<file path="config.mk">
export PLATFORM = sky130hd
export DESIGN_NAME = pipeCore
export DESIGN_NICKNAME = d
export VERILOG_FILES = /design/src/logic/pipePkg.sv /design/src/logic/hazardUnit.sv /design/src/logic/regFile.sv /design/src/logic/fetchDecode.sv /design/src/logic/executeStage.sv /design/src/logic/memWriteback.sv /design/src/logic/pipeCore.sv
export SDC_FILE = /design/constraint.sdc
export NUM_CORES = 2
export LEC_CHECK = 0
export BUFFER_PORTS_ARGS = -buffer_cell sky130_fd_sc_hd__clkbuf_2
export CORE_UTILIZATION = 40
export CTS_BUF_LIST = sky130_fd_sc_hd__clkbuf_16
export DETAILED_ROUTE_END_ITERATION = 10
export PLACE_DENSITY = 0.64
export SLEW_MARGIN = 5
export SYNTH_ARGS = -nofsm -noshare
export SYNTH_HDL_FRONTEND = slang
export SYNTH_SLANG_ARGS = --single-unit
</file>
<file path="constraint.sdc">
create_clock -name clk -period 12.1 [get_ports clk]
set_input_delay 1.815 -clock clk [delete_from_list [all_inputs] [get_ports clk]]
set_output_delay 1.815 -clock clk [all_outputs]
set_load 0.05 [all_outputs]
</file>
<file path="src/logic/pipePkg.sv">
// pipeline shared definitions
// word and register types, command encoding, forwarding selects
// and the bit positions of the instruction fields
package pipePkg;

	localparam int wordWidth = 32;
	localparam int regAddrWidth = 5;

	typedef logic [wordWidth-1:0] wordT;
	typedef logic [regAddrWidth-1:0] regAddrT;
	typedef logic [31:0] instrT;

	// command field encoding
	typedef enum logic [1:0] {
		cmdPlain = 2'b00,
		cmdJump  = 2'b01,
		cmdStore = 2'b10,
		cmdLoad  = 2'b11
	} cmdT;

	// operand source for execute
	typedef enum logic [1:0] {
		fwdNone,
		fwdMem,
		fwdWb
	} fwdSelT;

	localparam wordT pcResetValue = '0;

	////////////////////
	// instruction fields
	localparam int cmdMsb = 31;
	localparam int cmdLsb = 30;
	localparam int rdMsb = 29;
	localparam int rdLsb = 25;
	localparam int rs1Msb = 24;
	localparam int rs1Lsb = 20;
	localparam int rs2Msb = 19;
	localparam int rs2Lsb = 15;
	localparam int immMsb = 14;
	localparam int immLsb = 0;
	localparam int immWidth = 15;

endpackage

</file>
<file path="src/logic/hazardUnit.sv">
`timescale 1ns/1ps
// pipeline hazard control
// picks forwarding sources for execute, inserts the load-use bubble,
// stalls on outstanding fetch and data transfers and flushes decode
// behind a taken jump
module hazardUnit (
	input  logic clk,
	input  logic reset,
	input  pipePkg::cmdT cmdD,
	input  pipePkg::regAddrT rs1D,
	input  pipePkg::regAddrT rs2D,
	input  pipePkg::cmdT cmdE,
	input  pipePkg::regAddrT rdE,
	input  pipePkg::regAddrT rs1E,
	input  pipePkg::regAddrT rs2E,
	input  pipePkg::cmdT cmdM,
	input  pipePkg::regAddrT rdM,
	input  logic weM,
	input  pipePkg::regAddrT rdW,
	input  logic weW,
	input  logic jumpTaken,
	input  logic fetchPending,
	input  logic dataPending,
	input  logic dataAck,
	output pipePkg::fwdSelT fwdA,
	output pipePkg::fwdSelT fwdB,
	output logic stallAll,
	output logic bubbleE,
	output logic flushD
);

	typedef enum logic {
		idle,
		loadWait
	} loadStateT;

	loadStateT state;
	loadStateT stateNext;
	logic loadInM;
	logic loadStall;
	logic storeStall;
	logic fetchStall;
	logic useRs2;
	logic loadUse;

	// M wins over W and register zero never forwards
	function automatic pipePkg::fwdSelT pickFwd(input pipePkg::regAddrT src);
		pipePkg::fwdSelT sel;
		sel = pipePkg::fwdNone;
		if (src != '0 && src == rdM && weM) begin
			sel = pipePkg::fwdMem;
		end else if (src != '0 && src == rdW && weW) begin
			sel = pipePkg::fwdWb;
		end
		return sel;
	endfunction

	assign fwdA = pickFwd(rs1E);
	assign fwdB = pickFwd(rs2E);

	////////////////////
	// load wait FSM
	always_ff @(posedge clk) begin
		if (reset) begin
			state <= idle;
		end else begin
			state <= stateNext;
		end
	end

	assign loadInM = (cmdM == pipePkg::cmdLoad) && dataPending;

	always_comb begin
		stateNext = state;
		case (state)
			idle: begin
				if (loadInM && !dataAck) begin
					stateNext = loadWait;
				end
			end
			loadWait: begin
				if (dataAck) begin
					stateNext = idle;
				end
			end
			default: begin
				stateNext = idle;
			end
		endcase
	end

	////////////////////
	// stalls
	assign fetchStall = fetchPending;
	assign loadStall = (state == idle) ? (loadInM && !dataAck) : !dataAck;
	assign storeStall = (cmdM == pipePkg::cmdStore) && dataPending && !dataAck;
	assign stallAll = fetchStall || loadStall || storeStall;

	////////////////////
	// load-use bubble and jump flush
	// jump and load never read rs2
	assign useRs2 = (cmdD == pipePkg::cmdPlain) || (cmdD == pipePkg::cmdStore);
	assign loadUse = (cmdE == pipePkg::cmdLoad) && (rdE != '0)
		&& ((rdE == rs1D) || (useRs2 && (rdE == rs2D)));

	// flush beats bubble
	assign bubbleE = loadUse && !jumpTaken;
	assign flushD = jumpTaken;

endmodule

</file>
<file path="src/logic/regFile.sv">
`timescale 1ns/1ps
// integer register file
// 32 entries, two combinational read ports and one write port,
// register zero stays zero and a read during a write sees the new value
module regFile #(
	parameter int DataWidth = 32
) (
	input  logic clk,
	input  logic reset,
	input  pipePkg::regAddrT rdAddrA,
	input  pipePkg::regAddrT rdAddrB,
	output pipePkg::wordT rdDataA,
	output pipePkg::wordT rdDataB,
	input  logic wrEn,
	input  pipePkg::regAddrT wrAddr,
	input  pipePkg::wordT wrData
);

	logic [DataWidth-1:0] regs [32];
	logic wrLive;

	// writes to register zero are dropped
	assign wrLive = wrEn && (wrAddr != '0);

	always_ff @(posedge clk) begin
		if (reset) begin
			for (int i = 0; i < 32; i++) begin
				regs[i] <= '0;
			end
		end else if (wrLive) begin
			regs[wrAddr] <= wrData;
		end
	end

	// write-through on both ports
	assign rdDataA = (wrLive && wrAddr == rdAddrA) ? wrData : regs[rdAddrA];
	assign rdDataB = (wrLive && wrAddr == rdAddrB) ? wrData : regs[rdAddrB];

endmodule

</file>
<file path="src/logic/fetchDecode.sv">
`timescale 1ns/1ps
// fetch and decode stages
// keeps the pc and runs the fetch handshake, parks an instruction that
// arrives while decode is held, splits the fields, reads the registers
// and loads the decode/execute stage register
module fetchDecode (
	input  logic clk,
	input  logic reset,
	output logic fetchValid,
	output pipePkg::wordT fetchAddr,
	input  logic fetchAck,
	input  pipePkg::instrT fetchInstr,
	input  logic stallAll,
	input  logic bubbleE,
	input  logic flushD,
	input  logic jumpTaken,
	input  pipePkg::wordT jumpTarget,
	output pipePkg::cmdT cmdD,
	output pipePkg::regAddrT rs1D,
	output pipePkg::regAddrT rs2D,
	output pipePkg::regAddrT rdD,
	output pipePkg::regAddrT rdAddrA,
	output pipePkg::regAddrT rdAddrB,
	input  pipePkg::wordT rdDataA,
	input  pipePkg::wordT rdDataB,
	output pipePkg::cmdT cmdE,
	output pipePkg::regAddrT rs1E,
	output pipePkg::regAddrT rs2E,
	output pipePkg::regAddrT rdE,
	output logic weE,
	output pipePkg::wordT opAE,
	output pipePkg::wordT opBE,
	output pipePkg::wordT immE,
	output pipePkg::wordT pcE,
	output logic fetchPending
);

	pipePkg::wordT pcF;
	logic fetchOn;
	logic fetchDone;
	logic heldValid;
	pipePkg::instrT heldInstr;
	pipePkg::wordT heldPc;
	logic validD;
	pipePkg::instrT instrD;
	pipePkg::wordT pcD;
	pipePkg::wordT immD;
	logic weD;
	logic advD;

	// no new request while a parked instruction waits
	assign fetchValid = fetchOn && !heldValid;
	assign fetchAddr = pcF;
	assign fetchPending = fetchValid && !fetchAck;
	assign fetchDone = fetchValid && fetchAck;
	assign advD = !stallAll && !bubbleE && !flushD;

	////////////////////
	// fetch
	always_ff @(posedge clk) begin
		if (reset) begin
			fetchOn <= 1'b0;
			pcF <= pipePkg::pcResetValue;
			heldValid <= 1'b0;
		end else begin
			fetchOn <= 1'b1;
			if (jumpTaken && !stallAll) begin
				// wrong-path fetch or parked word is dropped
				pcF <= jumpTarget;
				heldValid <= 1'b0;
			end else if (fetchDone) begin
				pcF <= pcF + 32'd1;
				heldValid <= !advD;
			end else if (advD) begin
				heldValid <= 1'b0;
			end
		end
	end

	always_ff @(posedge clk) begin
		if (fetchDone) begin
			heldInstr <= fetchInstr;
			heldPc <= pcF;
		end
	end

	////////////////////
	// decode register
	always_ff @(posedge clk) begin
		if (reset) begin
			validD <= 1'b0;
		end else if (!stallAll && flushD) begin
			validD <= 1'b0;
		end else if (advD) begin
			validD <= heldValid || fetchDone;
		end
	end

	always_ff @(posedge clk) begin
		if (advD) begin
			instrD <= heldValid ? heldInstr : fetchInstr;
			pcD <= heldValid ? heldPc : pcF;
		end
	end

	// empty decode reads as a no-op
	always_comb begin
		cmdD = pipePkg::cmdPlain;
		rs1D = '0;
		rs2D = '0;
		rdD = '0;
		if (validD) begin
			cmdD = pipePkg::cmdT'(instrD[pipePkg::cmdMsb:pipePkg::cmdLsb]);
			rs1D = instrD[pipePkg::rs1Msb:pipePkg::rs1Lsb];
			rs2D = instrD[pipePkg::rs2Msb:pipePkg::rs2Lsb];
			rdD = instrD[pipePkg::rdMsb:pipePkg::rdLsb];
		end
	end

	assign immD = {{(pipePkg::wordWidth - pipePkg::immWidth){instrD[pipePkg::immMsb]}},
		instrD[pipePkg::immMsb:pipePkg::immLsb]};
	assign weD = (cmdD != pipePkg::cmdStore) && (rdD != '0);
	assign rdAddrA = rs1D;
	assign rdAddrB = rs2D;

	////////////////////
	// decode/execute register
	always_ff @(posedge clk) begin
		if (reset) begin
			cmdE <= pipePkg::cmdPlain;
			rs1E <= '0;
			rs2E <= '0;
			rdE <= '0;
			weE <= 1'b0;
		end else if (!stallAll) begin
			if (flushD || bubbleE) begin
				cmdE <= pipePkg::cmdPlain;
				rs1E <= '0;
				rs2E <= '0;
				rdE <= '0;
				weE <= 1'b0;
			end else begin
				cmdE <= cmdD;
				rs1E <= rs1D;
				rs2E <= rs2D;
				rdE <= rdD;
				weE <= weD;
			end
		end
	end

	always_ff @(posedge clk) begin
		if (!stallAll) begin
			opAE <= rdDataA;
			opBE <= rdDataB;
			immE <= immD;
			pcE <= pcD;
		end
	end

endmodule

</file>
<file path="src/logic/executeStage.sv">
`timescale 1ns/1ps
// execute stage
// picks forwarded operands, adds for plain, load and store,
// resolves jumps and loads the execute/memory stage register
module executeStage #(
	parameter int DataWidth = 32
) (
	input  logic clk,
	input  logic reset,
	input  logic stallAll,
	input  pipePkg::cmdT cmdE,
	input  pipePkg::regAddrT rdE,
	input  logic weE,
	input  pipePkg::wordT opAE,
	input  pipePkg::wordT opBE,
	input  pipePkg::wordT immE,
	input  pipePkg::wordT pcE,
	input  pipePkg::fwdSelT fwdA,
	input  pipePkg::fwdSelT fwdB,
	input  pipePkg::wordT resultW,
	output logic jumpTaken,
	output pipePkg::wordT jumpTarget,
	output pipePkg::cmdT cmdM,
	output pipePkg::regAddrT rdM,
	output logic weM,
	output pipePkg::wordT aluM,
	output pipePkg::wordT storeDataM
);

	pipePkg::wordT srcA;
	pipePkg::wordT srcB;
	pipePkg::wordT sumE;
	pipePkg::wordT linkE;
	logic [DataWidth-1:0] aluReg;
	logic [DataWidth-1:0] storeReg;

	// operand muxes
	always_comb begin
		case (fwdA)
			pipePkg::fwdMem: srcA = aluM;
			pipePkg::fwdWb: srcA = resultW;
			default: srcA = opAE;
		endcase
		case (fwdB)
			pipePkg::fwdMem: srcB = aluM;
			pipePkg::fwdWb: srcB = resultW;
			default: srcB = opBE;
		endcase
	end

	// plain adds rs2, everything else adds imm
	assign sumE = srcA + ((cmdE == pipePkg::cmdPlain) ? srcB : immE);
	assign linkE = pcE + 32'd1;

	// not-taken prediction, so every jump redirects
	assign jumpTaken = (cmdE == pipePkg::cmdJump);
	assign jumpTarget = sumE;

	////////////////////
	// execute/memory register
	always_ff @(posedge clk) begin
		if (reset) begin
			cmdM <= pipePkg::cmdPlain;
			rdM <= '0;
			weM <= 1'b0;
		end else if (!stallAll) begin
			cmdM <= cmdE;
			rdM <= rdE;
			weM <= weE;
		end
	end

	always_ff @(posedge clk) begin
		if (!stallAll) begin
			aluReg <= jumpTaken ? linkE : sumE;
			storeReg <= srcB;
		end
	end

	assign aluM = aluReg;
	assign storeDataM = storeReg;

endmodule

</file>
<file path="src/logic/memWriteback.sv">
`timescale 1ns/1ps
// memory and writeback stages
// drives the data port for loads and stores, keeps load data that
// arrives during a stall and writes each result to the register file once
module memWriteback #(
	parameter int DataWidth = 32
) (
	input  logic clk,
	input  logic reset,
	input  logic stallAll,
	input  pipePkg::cmdT cmdM,
	input  pipePkg::regAddrT rdM,
	input  logic weM,
	input  pipePkg::wordT aluM,
	input  pipePkg::wordT storeDataM,
	output logic dataValid,
	output logic dataWrite,
	output pipePkg::wordT dataAddr,
	output pipePkg::wordT dataWdata,
	input  logic dataAck,
	input  pipePkg::wordT dataRdata,
	output logic dataPending,
	output pipePkg::cmdT cmdW,
	output pipePkg::regAddrT rdW,
	output logic weW,
	output pipePkg::wordT resultW,
	output logic regWrite,
	output pipePkg::regAddrT regWaddr,
	output pipePkg::wordT regWdata
);

	logic isMem;
	logic memDone;
	logic freshW;
	logic [DataWidth-1:0] loadBuf;
	logic [DataWidth-1:0] aluW;
	logic [DataWidth-1:0] loadW;

	////////////////////
	// data port
	assign isMem = (cmdM == pipePkg::cmdLoad) || (cmdM == pipePkg::cmdStore);
	// one transfer per instruction even if M is held afterwards
	assign dataValid = isMem && !memDone;
	assign dataPending = dataValid;
	assign dataWrite = (cmdM == pipePkg::cmdStore);
	assign dataAddr = aluM;
	assign dataWdata = storeDataM;

	always_ff @(posedge clk) begin
		if (reset) begin
			memDone <= 1'b0;
		end else if (!stallAll) begin
			memDone <= 1'b0;
		end else if (dataValid && dataAck) begin
			memDone <= 1'b1;
		end
	end

	always_ff @(posedge clk) begin
		if (dataValid && dataAck) begin
			loadBuf <= dataRdata;
		end
	end

	////////////////////
	// memory/writeback register
	always_ff @(posedge clk) begin
		if (reset) begin
			cmdW <= pipePkg::cmdPlain;
			rdW <= '0;
			weW <= 1'b0;
			freshW <= 1'b0;
		end else begin
			freshW <= !stallAll;
			if (!stallAll) begin
				cmdW <= cmdM;
				rdW <= rdM;
				weW <= weM;
			end
		end
	end

	always_ff @(posedge clk) begin
		if (!stallAll) begin
			aluW <= aluM;
			loadW <= memDone ? loadBuf : dataRdata;
		end
	end

	assign resultW = (cmdW == pipePkg::cmdLoad) ? loadW : aluW;

	// W stays put during a stall for forwarding, but writes only once
	assign regWrite = weW && freshW;
	assign regWaddr = rdW;
	assign regWdata = resultW;

endmodule

</file>
<file path="src/logic/pipeCore.sv">
`timescale 1ns/1ps
// five-stage integer pipeline core
// fetch/decode, execute and memory/writeback stages around a hazard unit,
// with a valid/ack fetch port, a valid/ack data port and a retire port
// that mirrors the register file write
module pipeCore #(
	parameter int DataWidth = 32
) (
	input  logic clk,
	input  logic reset,
	output logic fetchValid,
	output pipePkg::wordT fetchAddr,
	input  logic fetchAck,
	input  pipePkg::instrT fetchInstr,
	output logic dataValid,
	output logic dataWrite,
	output pipePkg::wordT dataAddr,
	output pipePkg::wordT dataWdata,
	input  logic dataAck,
	input  pipePkg::wordT dataRdata,
	output logic retireValid,
	output pipePkg::regAddrT retireRd,
	output pipePkg::wordT retireData
);

	// decode
	pipePkg::cmdT cmdD;
	pipePkg::regAddrT rs1D;
	pipePkg::regAddrT rs2D;
	pipePkg::regAddrT rdAddrA;
	pipePkg::regAddrT rdAddrB;
	pipePkg::wordT rdDataA;
	pipePkg::wordT rdDataB;
	logic fetchPending;

	// execute
	pipePkg::cmdT cmdE;
	pipePkg::regAddrT rs1E;
	pipePkg::regAddrT rs2E;
	pipePkg::regAddrT rdE;
	logic weE;
	pipePkg::wordT opAE;
	pipePkg::wordT opBE;
	pipePkg::wordT immE;
	pipePkg::wordT pcE;
	logic jumpTaken;
	pipePkg::wordT jumpTarget;

	// memory and writeback
	pipePkg::cmdT cmdM;
	pipePkg::regAddrT rdM;
	logic weM;
	pipePkg::wordT aluM;
	pipePkg::wordT storeDataM;
	logic dataPending;
	pipePkg::regAddrT rdW;
	logic weW;
	pipePkg::wordT resultW;

	// hazard control
	pipePkg::fwdSelT fwdA;
	pipePkg::fwdSelT fwdB;
	logic stallAll;
	logic bubbleE;
	logic flushD;

	fetchDecode fetchDecode_inst (
		.clk(clk), .reset(reset),
		.fetchValid(fetchValid), .fetchAddr(fetchAddr),
		.fetchAck(fetchAck), .fetchInstr(fetchInstr),
		.stallAll(stallAll), .bubbleE(bubbleE), .flushD(flushD),
		.jumpTaken(jumpTaken), .jumpTarget(jumpTarget),
		.cmdD(cmdD), .rs1D(rs1D), .rs2D(rs2D), .rdD(),
		.rdAddrA(rdAddrA), .rdAddrB(rdAddrB),
		.rdDataA(rdDataA), .rdDataB(rdDataB),
		.cmdE(cmdE), .rs1E(rs1E), .rs2E(rs2E), .rdE(rdE), .weE(weE),
		.opAE(opAE), .opBE(opBE), .immE(immE), .pcE(pcE),
		.fetchPending(fetchPending)
	);

	executeStage #(.DataWidth(DataWidth)) executeStage_inst (
		.clk(clk), .reset(reset), .stallAll(stallAll),
		.cmdE(cmdE), .rdE(rdE), .weE(weE),
		.opAE(opAE), .opBE(opBE), .immE(immE), .pcE(pcE),
		.fwdA(fwdA), .fwdB(fwdB), .resultW(resultW),
		.jumpTaken(jumpTaken), .jumpTarget(jumpTarget),
		.cmdM(cmdM), .rdM(rdM), .weM(weM),
		.aluM(aluM), .storeDataM(storeDataM)
	);

	memWriteback #(.DataWidth(DataWidth)) memWriteback_inst (
		.clk(clk), .reset(reset), .stallAll(stallAll),
		.cmdM(cmdM), .rdM(rdM), .weM(weM),
		.aluM(aluM), .storeDataM(storeDataM),
		.dataValid(dataValid), .dataWrite(dataWrite),
		.dataAddr(dataAddr), .dataWdata(dataWdata),
		.dataAck(dataAck), .dataRdata(dataRdata),
		.dataPending(dataPending),
		.cmdW(), .rdW(rdW), .weW(weW), .resultW(resultW),
		.regWrite(retireValid), .regWaddr(retireRd), .regWdata(retireData)
	);

	hazardUnit hazardUnit_inst (
		.clk(clk), .reset(reset),
		.cmdD(cmdD), .rs1D(rs1D), .rs2D(rs2D),
		.cmdE(cmdE), .rdE(rdE), .rs1E(rs1E), .rs2E(rs2E),
		.cmdM(cmdM), .rdM(rdM), .weM(weM),
		.rdW(rdW), .weW(weW),
		.jumpTaken(jumpTaken), .fetchPending(fetchPending),
		.dataPending(dataPending), .dataAck(dataAck),
		.fwdA(fwdA), .fwdB(fwdB),
		.stallAll(stallAll), .bubbleE(bubbleE), .flushD(flushD)
	);

	// retire port doubles as the register write port
	regFile #(.DataWidth(DataWidth)) regFile_inst (
		.clk(clk), .reset(reset),
		.rdAddrA(rdAddrA), .rdAddrB(rdAddrB),
		.rdDataA(rdDataA), .rdDataB(rdDataB),
		.wrEn(retireValid), .wrAddr(retireRd), .wrData(retireData)
	);

endmodule

</file>
# Yosys cells after proc, flatten, opt, wreduce, memory -nomap -nowiden
# Memory sizes are Yosys's and may differ from the RTL's.
# Index checks and enable logic that the tools add are counted.
# Widths: inputs -> output; s select.
# word_totals
reg_bits	471
latchBits	0
ram_bits	1024
rom_bits	0
inputBits	68
out_inout_bits	137
n_memories	1
# classes
add_sub_neg	3
n_mul	0
div	0
n_lt_le_gt_ge	0
n_eq_ne	19
shifts	0
muxes	40
bitwise	2
n_reduce_logical	56
# mem_list
memory	depth	width	rd	rd_clocked_by_memory_dff	wr	line	rtl
regFile_inst.regs	32	32	2	0	32	regFile.sv:19	logic [DataWidth-1:0] regs [32];
# op_table
operator	n
$mux 32	11
$pmux 32 s2	2
$add 32x1->32 const B	2
$eq 5x5->1	8
$mux 5	7
$add 32x32->32	1
$reduce_or 32->1	1
$logic_and 1x1->1	29
$reduce_bool 5->1	5
$eq 2x2->1 const B	7
$mux 1	13
$mux 2	6
$logic_not 1->1	8
$logic_or 1x1->1	7
$eq 2x1->1 const B	3
$logic_not 2->1	2
$reduce_bool 2->1	2
$reduce_or 2->1	2
$ne 2x2->1 const B	1
$not 1->1	2
$pmux 1 s2	1

# Logic depth before layout (Yosys ltp)
# logic_depth
word_depth	13
mapped_depth	19
mapped_depth_nobuf	18

# By module
# From an unflattened synthesis, not the netlist that was laid out.
# unflattened
cells_unflattened	5373
area_unflattened_um2	77684.5
# by_module_without_submodules
mod	n_inst	cells_each	area_each_um2	seq_area_each_um2
regFile	1	3494	54461.0	30749.5
fetchDecode	1	708	10898.0	8237.9
executeStage	1	806	6882.9	2082.0
memWriteback	1	306	4953.5	3083.0
hazardUnit	1	59	489.2	20.0

# Worst setup path before layout
# No wires, ideal clock.
# synth_path
path_type	input-to-reg
startpoint	input fetchAck
endpoint	register executeStage_inst.aluReg[0], in the netlist executeStage_inst.aluM[0] (enable)
arrival_ns	8.703
path_slack_ns	2.701
cell_stages	3
n_path_buf	1
cell_sequence	o22ai_1 > inv_2 > clkbuf_1
# synth_between
elab_chain_len	4
# synth_rtl
element	line	rtl
start, declared	pipeCore.sv:13	input logic fetchAck,
$logic_not 1->1	fetchDecode.sv:54	assign fetchPending = fetchValid && !fetchAck;
$logic_and 1x1->1	fetchDecode.sv:54	
$logic_or 1x1->1 (2 in a row)	hazardUnit.sv:97	assign stallAll = fetchStall || loadStall || storeStall;
end signal, assigned	executeStage.sv:75	aluReg <= jumpTaken ? linkE : sumE;
end, declared	executeStage.sv:34	logic [DataWidth-1:0] aluReg;
# No other way between the ends.
# A chain may end at the register's enable or synchronous reset.

# Final worst setup path
# layout_path
startpoint	register memWriteback_inst.cmdW[1]
endpoint	register executeStage_inst.aluReg[31], in the netlist executeStage_inst.aluM[31] (data pin)
# layout_between
elab_chain_len	6
word_cells_on_any_way	7
# layout_rtl
element	line	rtl
start, declared	memWriteback.sv:23	output pipePkg::cmdT cmdW,
start signal, assigned	memWriteback.sv:69	cmdW <= pipePkg::cmdPlain;
start signal, assigned	memWriteback.sv:76	cmdW <= cmdM;
$eq 2x2->1	memWriteback.sv:90	assign resultW = (cmdW == pipePkg::cmdLoad) ? loadW : aluW;
$mux 32	memWriteback.sv:90	
$pmux 32 s2	executeStage.sv:44	case (fwdB)
net executeStage_inst.srcB[13]	executeStage.sv:31	pipePkg::wordT srcB;
$mux 32	executeStage.sv:52	assign sumE = srcA + ((cmdE == pipePkg::cmdPlain) ? srcB : immE);
$add 32x32->32	executeStage.sv:52	
$mux 32	executeStage.sv:75	
# The timed path passes the listed nets, and every way through them passes these cells.

==> impl_metrics.env <==
export IMPL_registers_top_by_ff_count="regFile_inst.regs"
export IMPL_worst_slack_ns=6.43
export IMPL_rr_worst_depth=18
export IMPL_clk_latency_ns=0.80
export IMPL_drive_gt1_share_pct=22.0
export IMPL_arrival_ns=6.27
export IMPL_tightest_slew_ns=1.43
export IMPL_finalHoldViolCount=0
export IMPL_place_hpwl_mm=148
export IMPL_fin_worst_skew_ns=0.0389
export IMPL_synth_area_leaders="edfxtp_1 57%, mux4_2 15%, nor2_1 5.4%"
export IMPL_required_ns=12.70
export IMPL_power_density_mw_per_mm2=167
export IMPL_r2r_end="executeStage_inst.aluM[31]"
export IMPL_cap_violations=1
export IMPL_ys_seq_area_share_pct=59.4
export IMPL_crit_path_frequent_cell="o21ai_0"
export IMPL_max_freq_mhz=176
export IMPL_coreArea_mm2=0.184
export IMPL_cts_sink_count=1495
export IMPL_instances_no_fill=8239
export IMPL_wl_per_cell_um=28.4
export IMPL_rsz0062_at_grt="false"
export IMPL_worst_path_max_fanout=36
export IMPL_grt_usage_pct=24.5
export IMPL_leakage_uw=0.0310
export IMPL_antenna_found_initial=10
export IMPL_routed_wl_mm=234
export IMPL_slowest_stage="buf_4"
export IMPL_maxSlewHeadroom_pct=2.25
export IMPL_first_global_vias=48277
export IMPL_start_util_pct=40.4
export IMPL_cts_tree="done"
export IMPL_syn_mean_instance_area_um2=13.3
export IMPL_final_setup_tns_ns=0
export IMPL_peakVddDrop_v=0.000175
export IMPL_die_x_um=433
export IMPL_largest_reg_flops=1024
export IMPL_synth_area_mm2=0.0744
export IMPL_vias_per_cell=6.07
export IMPL_worstSetupPathType="reg2reg"
export IMPL_cts_root_buf="clkbuf_16"
export IMPL_drt_iter0_markers=6491
export IMPL_violations="capacitance limit"
export IMPL_ant_nets=0
export IMPL_grt_max_degree=135
export IMPL_row_count=157
export IMPL_synth_ff_latch_count=1495
export IMPL_min_from="fetchDecode_inst.instrD[13]"
export IMPL_slew_viol_final=0
export IMPL_synthToLayoutAreaGrowth_pct=12.3
export IMPL_period_needed_ns=5.67
export IMPL_rrSetupSlack_ns=6.43
export IMPL_cts_setup_buffers=0
export IMPL_drcViolationCount=0
export IMPL_synth_cell_types=65
export IMPL_synth_common_cells="1423 x edfxtp_1, 1071 x nor2_1, 560 x nand2_1"
export IMPL_hold_path_cell_count=0
export IMPL_fin_nets=5745
export IMPL_synth_ff_type="edfxtp_1"
export IMPL_async_reset_ff_share_pct=0
export IMPL_dieArea_mm2=0.188
export IMPL_yosysWarnings=0
export IMPL_syn_inst=5583
export IMPL_synth_top_area_share_pct=57.5
export IMPL_end_kind="flop"
export IMPL_synth_most_common_cell="edfxtp_1"
export IMPL_synth_edf_count=1423
export IMPL_clk_pin_slew_ns=0.06
export IMPL_grt_pass1_wl_mm=336
export IMPL_critPathTopFamily="compound AO/OA/AOI/OAI gates"
export IMPL_synth_top_cell_by_area="edfxtp_1"
export IMPL_setup_viol=0
export IMPL_final_util_pct=45.4
export IMPL_max_stage_delay_ns=0.66
export IMPL_outcome="finished, violations left"
export IMPL_port_buffers=204
export IMPL_cts_buffers=159
export IMPL_fp_dieH_um=433
export IMPL_reg2reg_from="memWriteback_inst.cmdW[1]"
export IMPL_dp_cells=7945
export IMPL_holdWs_ns=0.415
export IMPL_overflow=0
export IMPL_hold_buffers=0
export IMPL_path_cells="nand2_4 > buf_4 > mux2i_4 > buf_4 > nand2_1 > o21ai_0 > o21ai_0 > mux2_2 > ha_1 > nand4_1 > nor3_1 > nand2_1 > a21oi_1 > o21ai_1 > a31oi_1 > o21ai_0 > and3_1 > o31ai_1"
export IMPL_place_worst_setup_slack_ns=6.47
export IMPL_startpoint_type="flop"
export IMPL_timing_final_crit_share_pct=46.9
export IMPL_clockBufferDepth=3
export IMPL_first_pass_iters=5
export IMPL_io_pins=205
export IMPL_h_tree_depth=4
export IMPL_route_vias_total=50017
export IMPL_place_gp_congestion=0.883
export IMPL_path_buf_inv=2
export IMPL_hold_path_class="reg2reg"
export IMPL_cts_repair_resized=0
export IMPL_whs_endpoint="fetchDecode_inst.immE[13]"
metrics by stage:
step                      total power [uW]  instance area [um^2]
final                                13900                 83500
after global routing                 14300                 83500
after CTS                            13900                 83500
after detailed placement              9180                 78500
after global placement                9130                 78500
after floorplan                       8110                 74500
worst max path at each step:
stage | startpoint | to | cells past startpoint
after floorplan | fetchAck | executeStage_inst.aluM[0] | 3
after global placement | memWriteback_inst.cmdW[0] | executeStage_inst.aluM[18] | 19
after detailed placement | memWriteback_inst.cmdW[0] | executeStage_inst.aluM[18] | 19
after CTS | memWriteback_inst.cmdW[1] | executeStage_inst.aluM[18] | 19
after global routing | memWriteback_inst.cmdW[1] | executeStage_inst.aluM[18] | 19
final | memWriteback_inst.cmdW[1] | executeStage_inst.aluM[31] | 18
final cells by class:
| type | count | area [um^2] |
|---|---|---|
| multi-input cells | 3572 | 28700 |
| diodes | 1 | 2.50 |
| clock inverters | 125 | 881 |
| flip-flops and latches | 1495 | 44200 |
| fillers | 16265 | 100000 |
| clock buffers | 167 | 4180 |
| inverters | 49 | 193 |
| well taps | 2464 | 3080 |
| repair buffers | 366 | 2290 |
worst reg2reg max path: stages (launching register included):
cell and delay [ns]:
dfxtp_1 0.33, nand2_4 0.39, buf_4 0.67, mux2i_4 0.36
buf_4 0.40, nand2_1 0.08, o21ai_0 0.10, o21ai_0 0.15
mux2_2 0.31, ha_1 0.41, nand4_1 0.17, nor3_1 0.41
nand2_1 0.09, a21oi_1 0.40, o21ai_1 0.22, a31oi_1 0.38
o21ai_0 0.18, and3_1 0.21, o31ai_1 0.21
where the power goes:
part	switching (uW)	internal (uW)
registers	299	6060
logic	1990	769
clock network	2050	2740
cell usage in the layout (no fill, tap or decap), types with 52 or more instances in the layout:
cell type and count:
a211oi_1 64, a21o_1 79, a21oi_1 150, a221oi_1 63, buf_4 158, clkbuf_16 167, clkbuf_2 204, dfxtp_1 69
edfxtp_1 1423, inv_1 86, mux2_2 127, mux2i_1 224, mux4_2 481, nand2_1 549, nor2_1 1067, o21ai_0 268
xnor2_1 65, xor2_1 52
cell families after synthesis:
group,synth area share [%]
muxes,20.0
AOI/OAI and AO/OA,6.14
adders and majority gates,0.582
DFF,59.4
other,0.00504
xor gates and xnor gates,1.38
buffers and inverters,2.87
and+or+nand+nor,9.67
routing by layer:
metal	up-vias	GRT usage (%)	share of wire [%]
li1	21102	-	-
met1	25371	33.5	39
met2	3100	38.1	46
met3	432	6.76	13
met4	12	7.43	2.8
met5	-	0	0.026
Note: power is estimated with default switching activity, not from simulation.
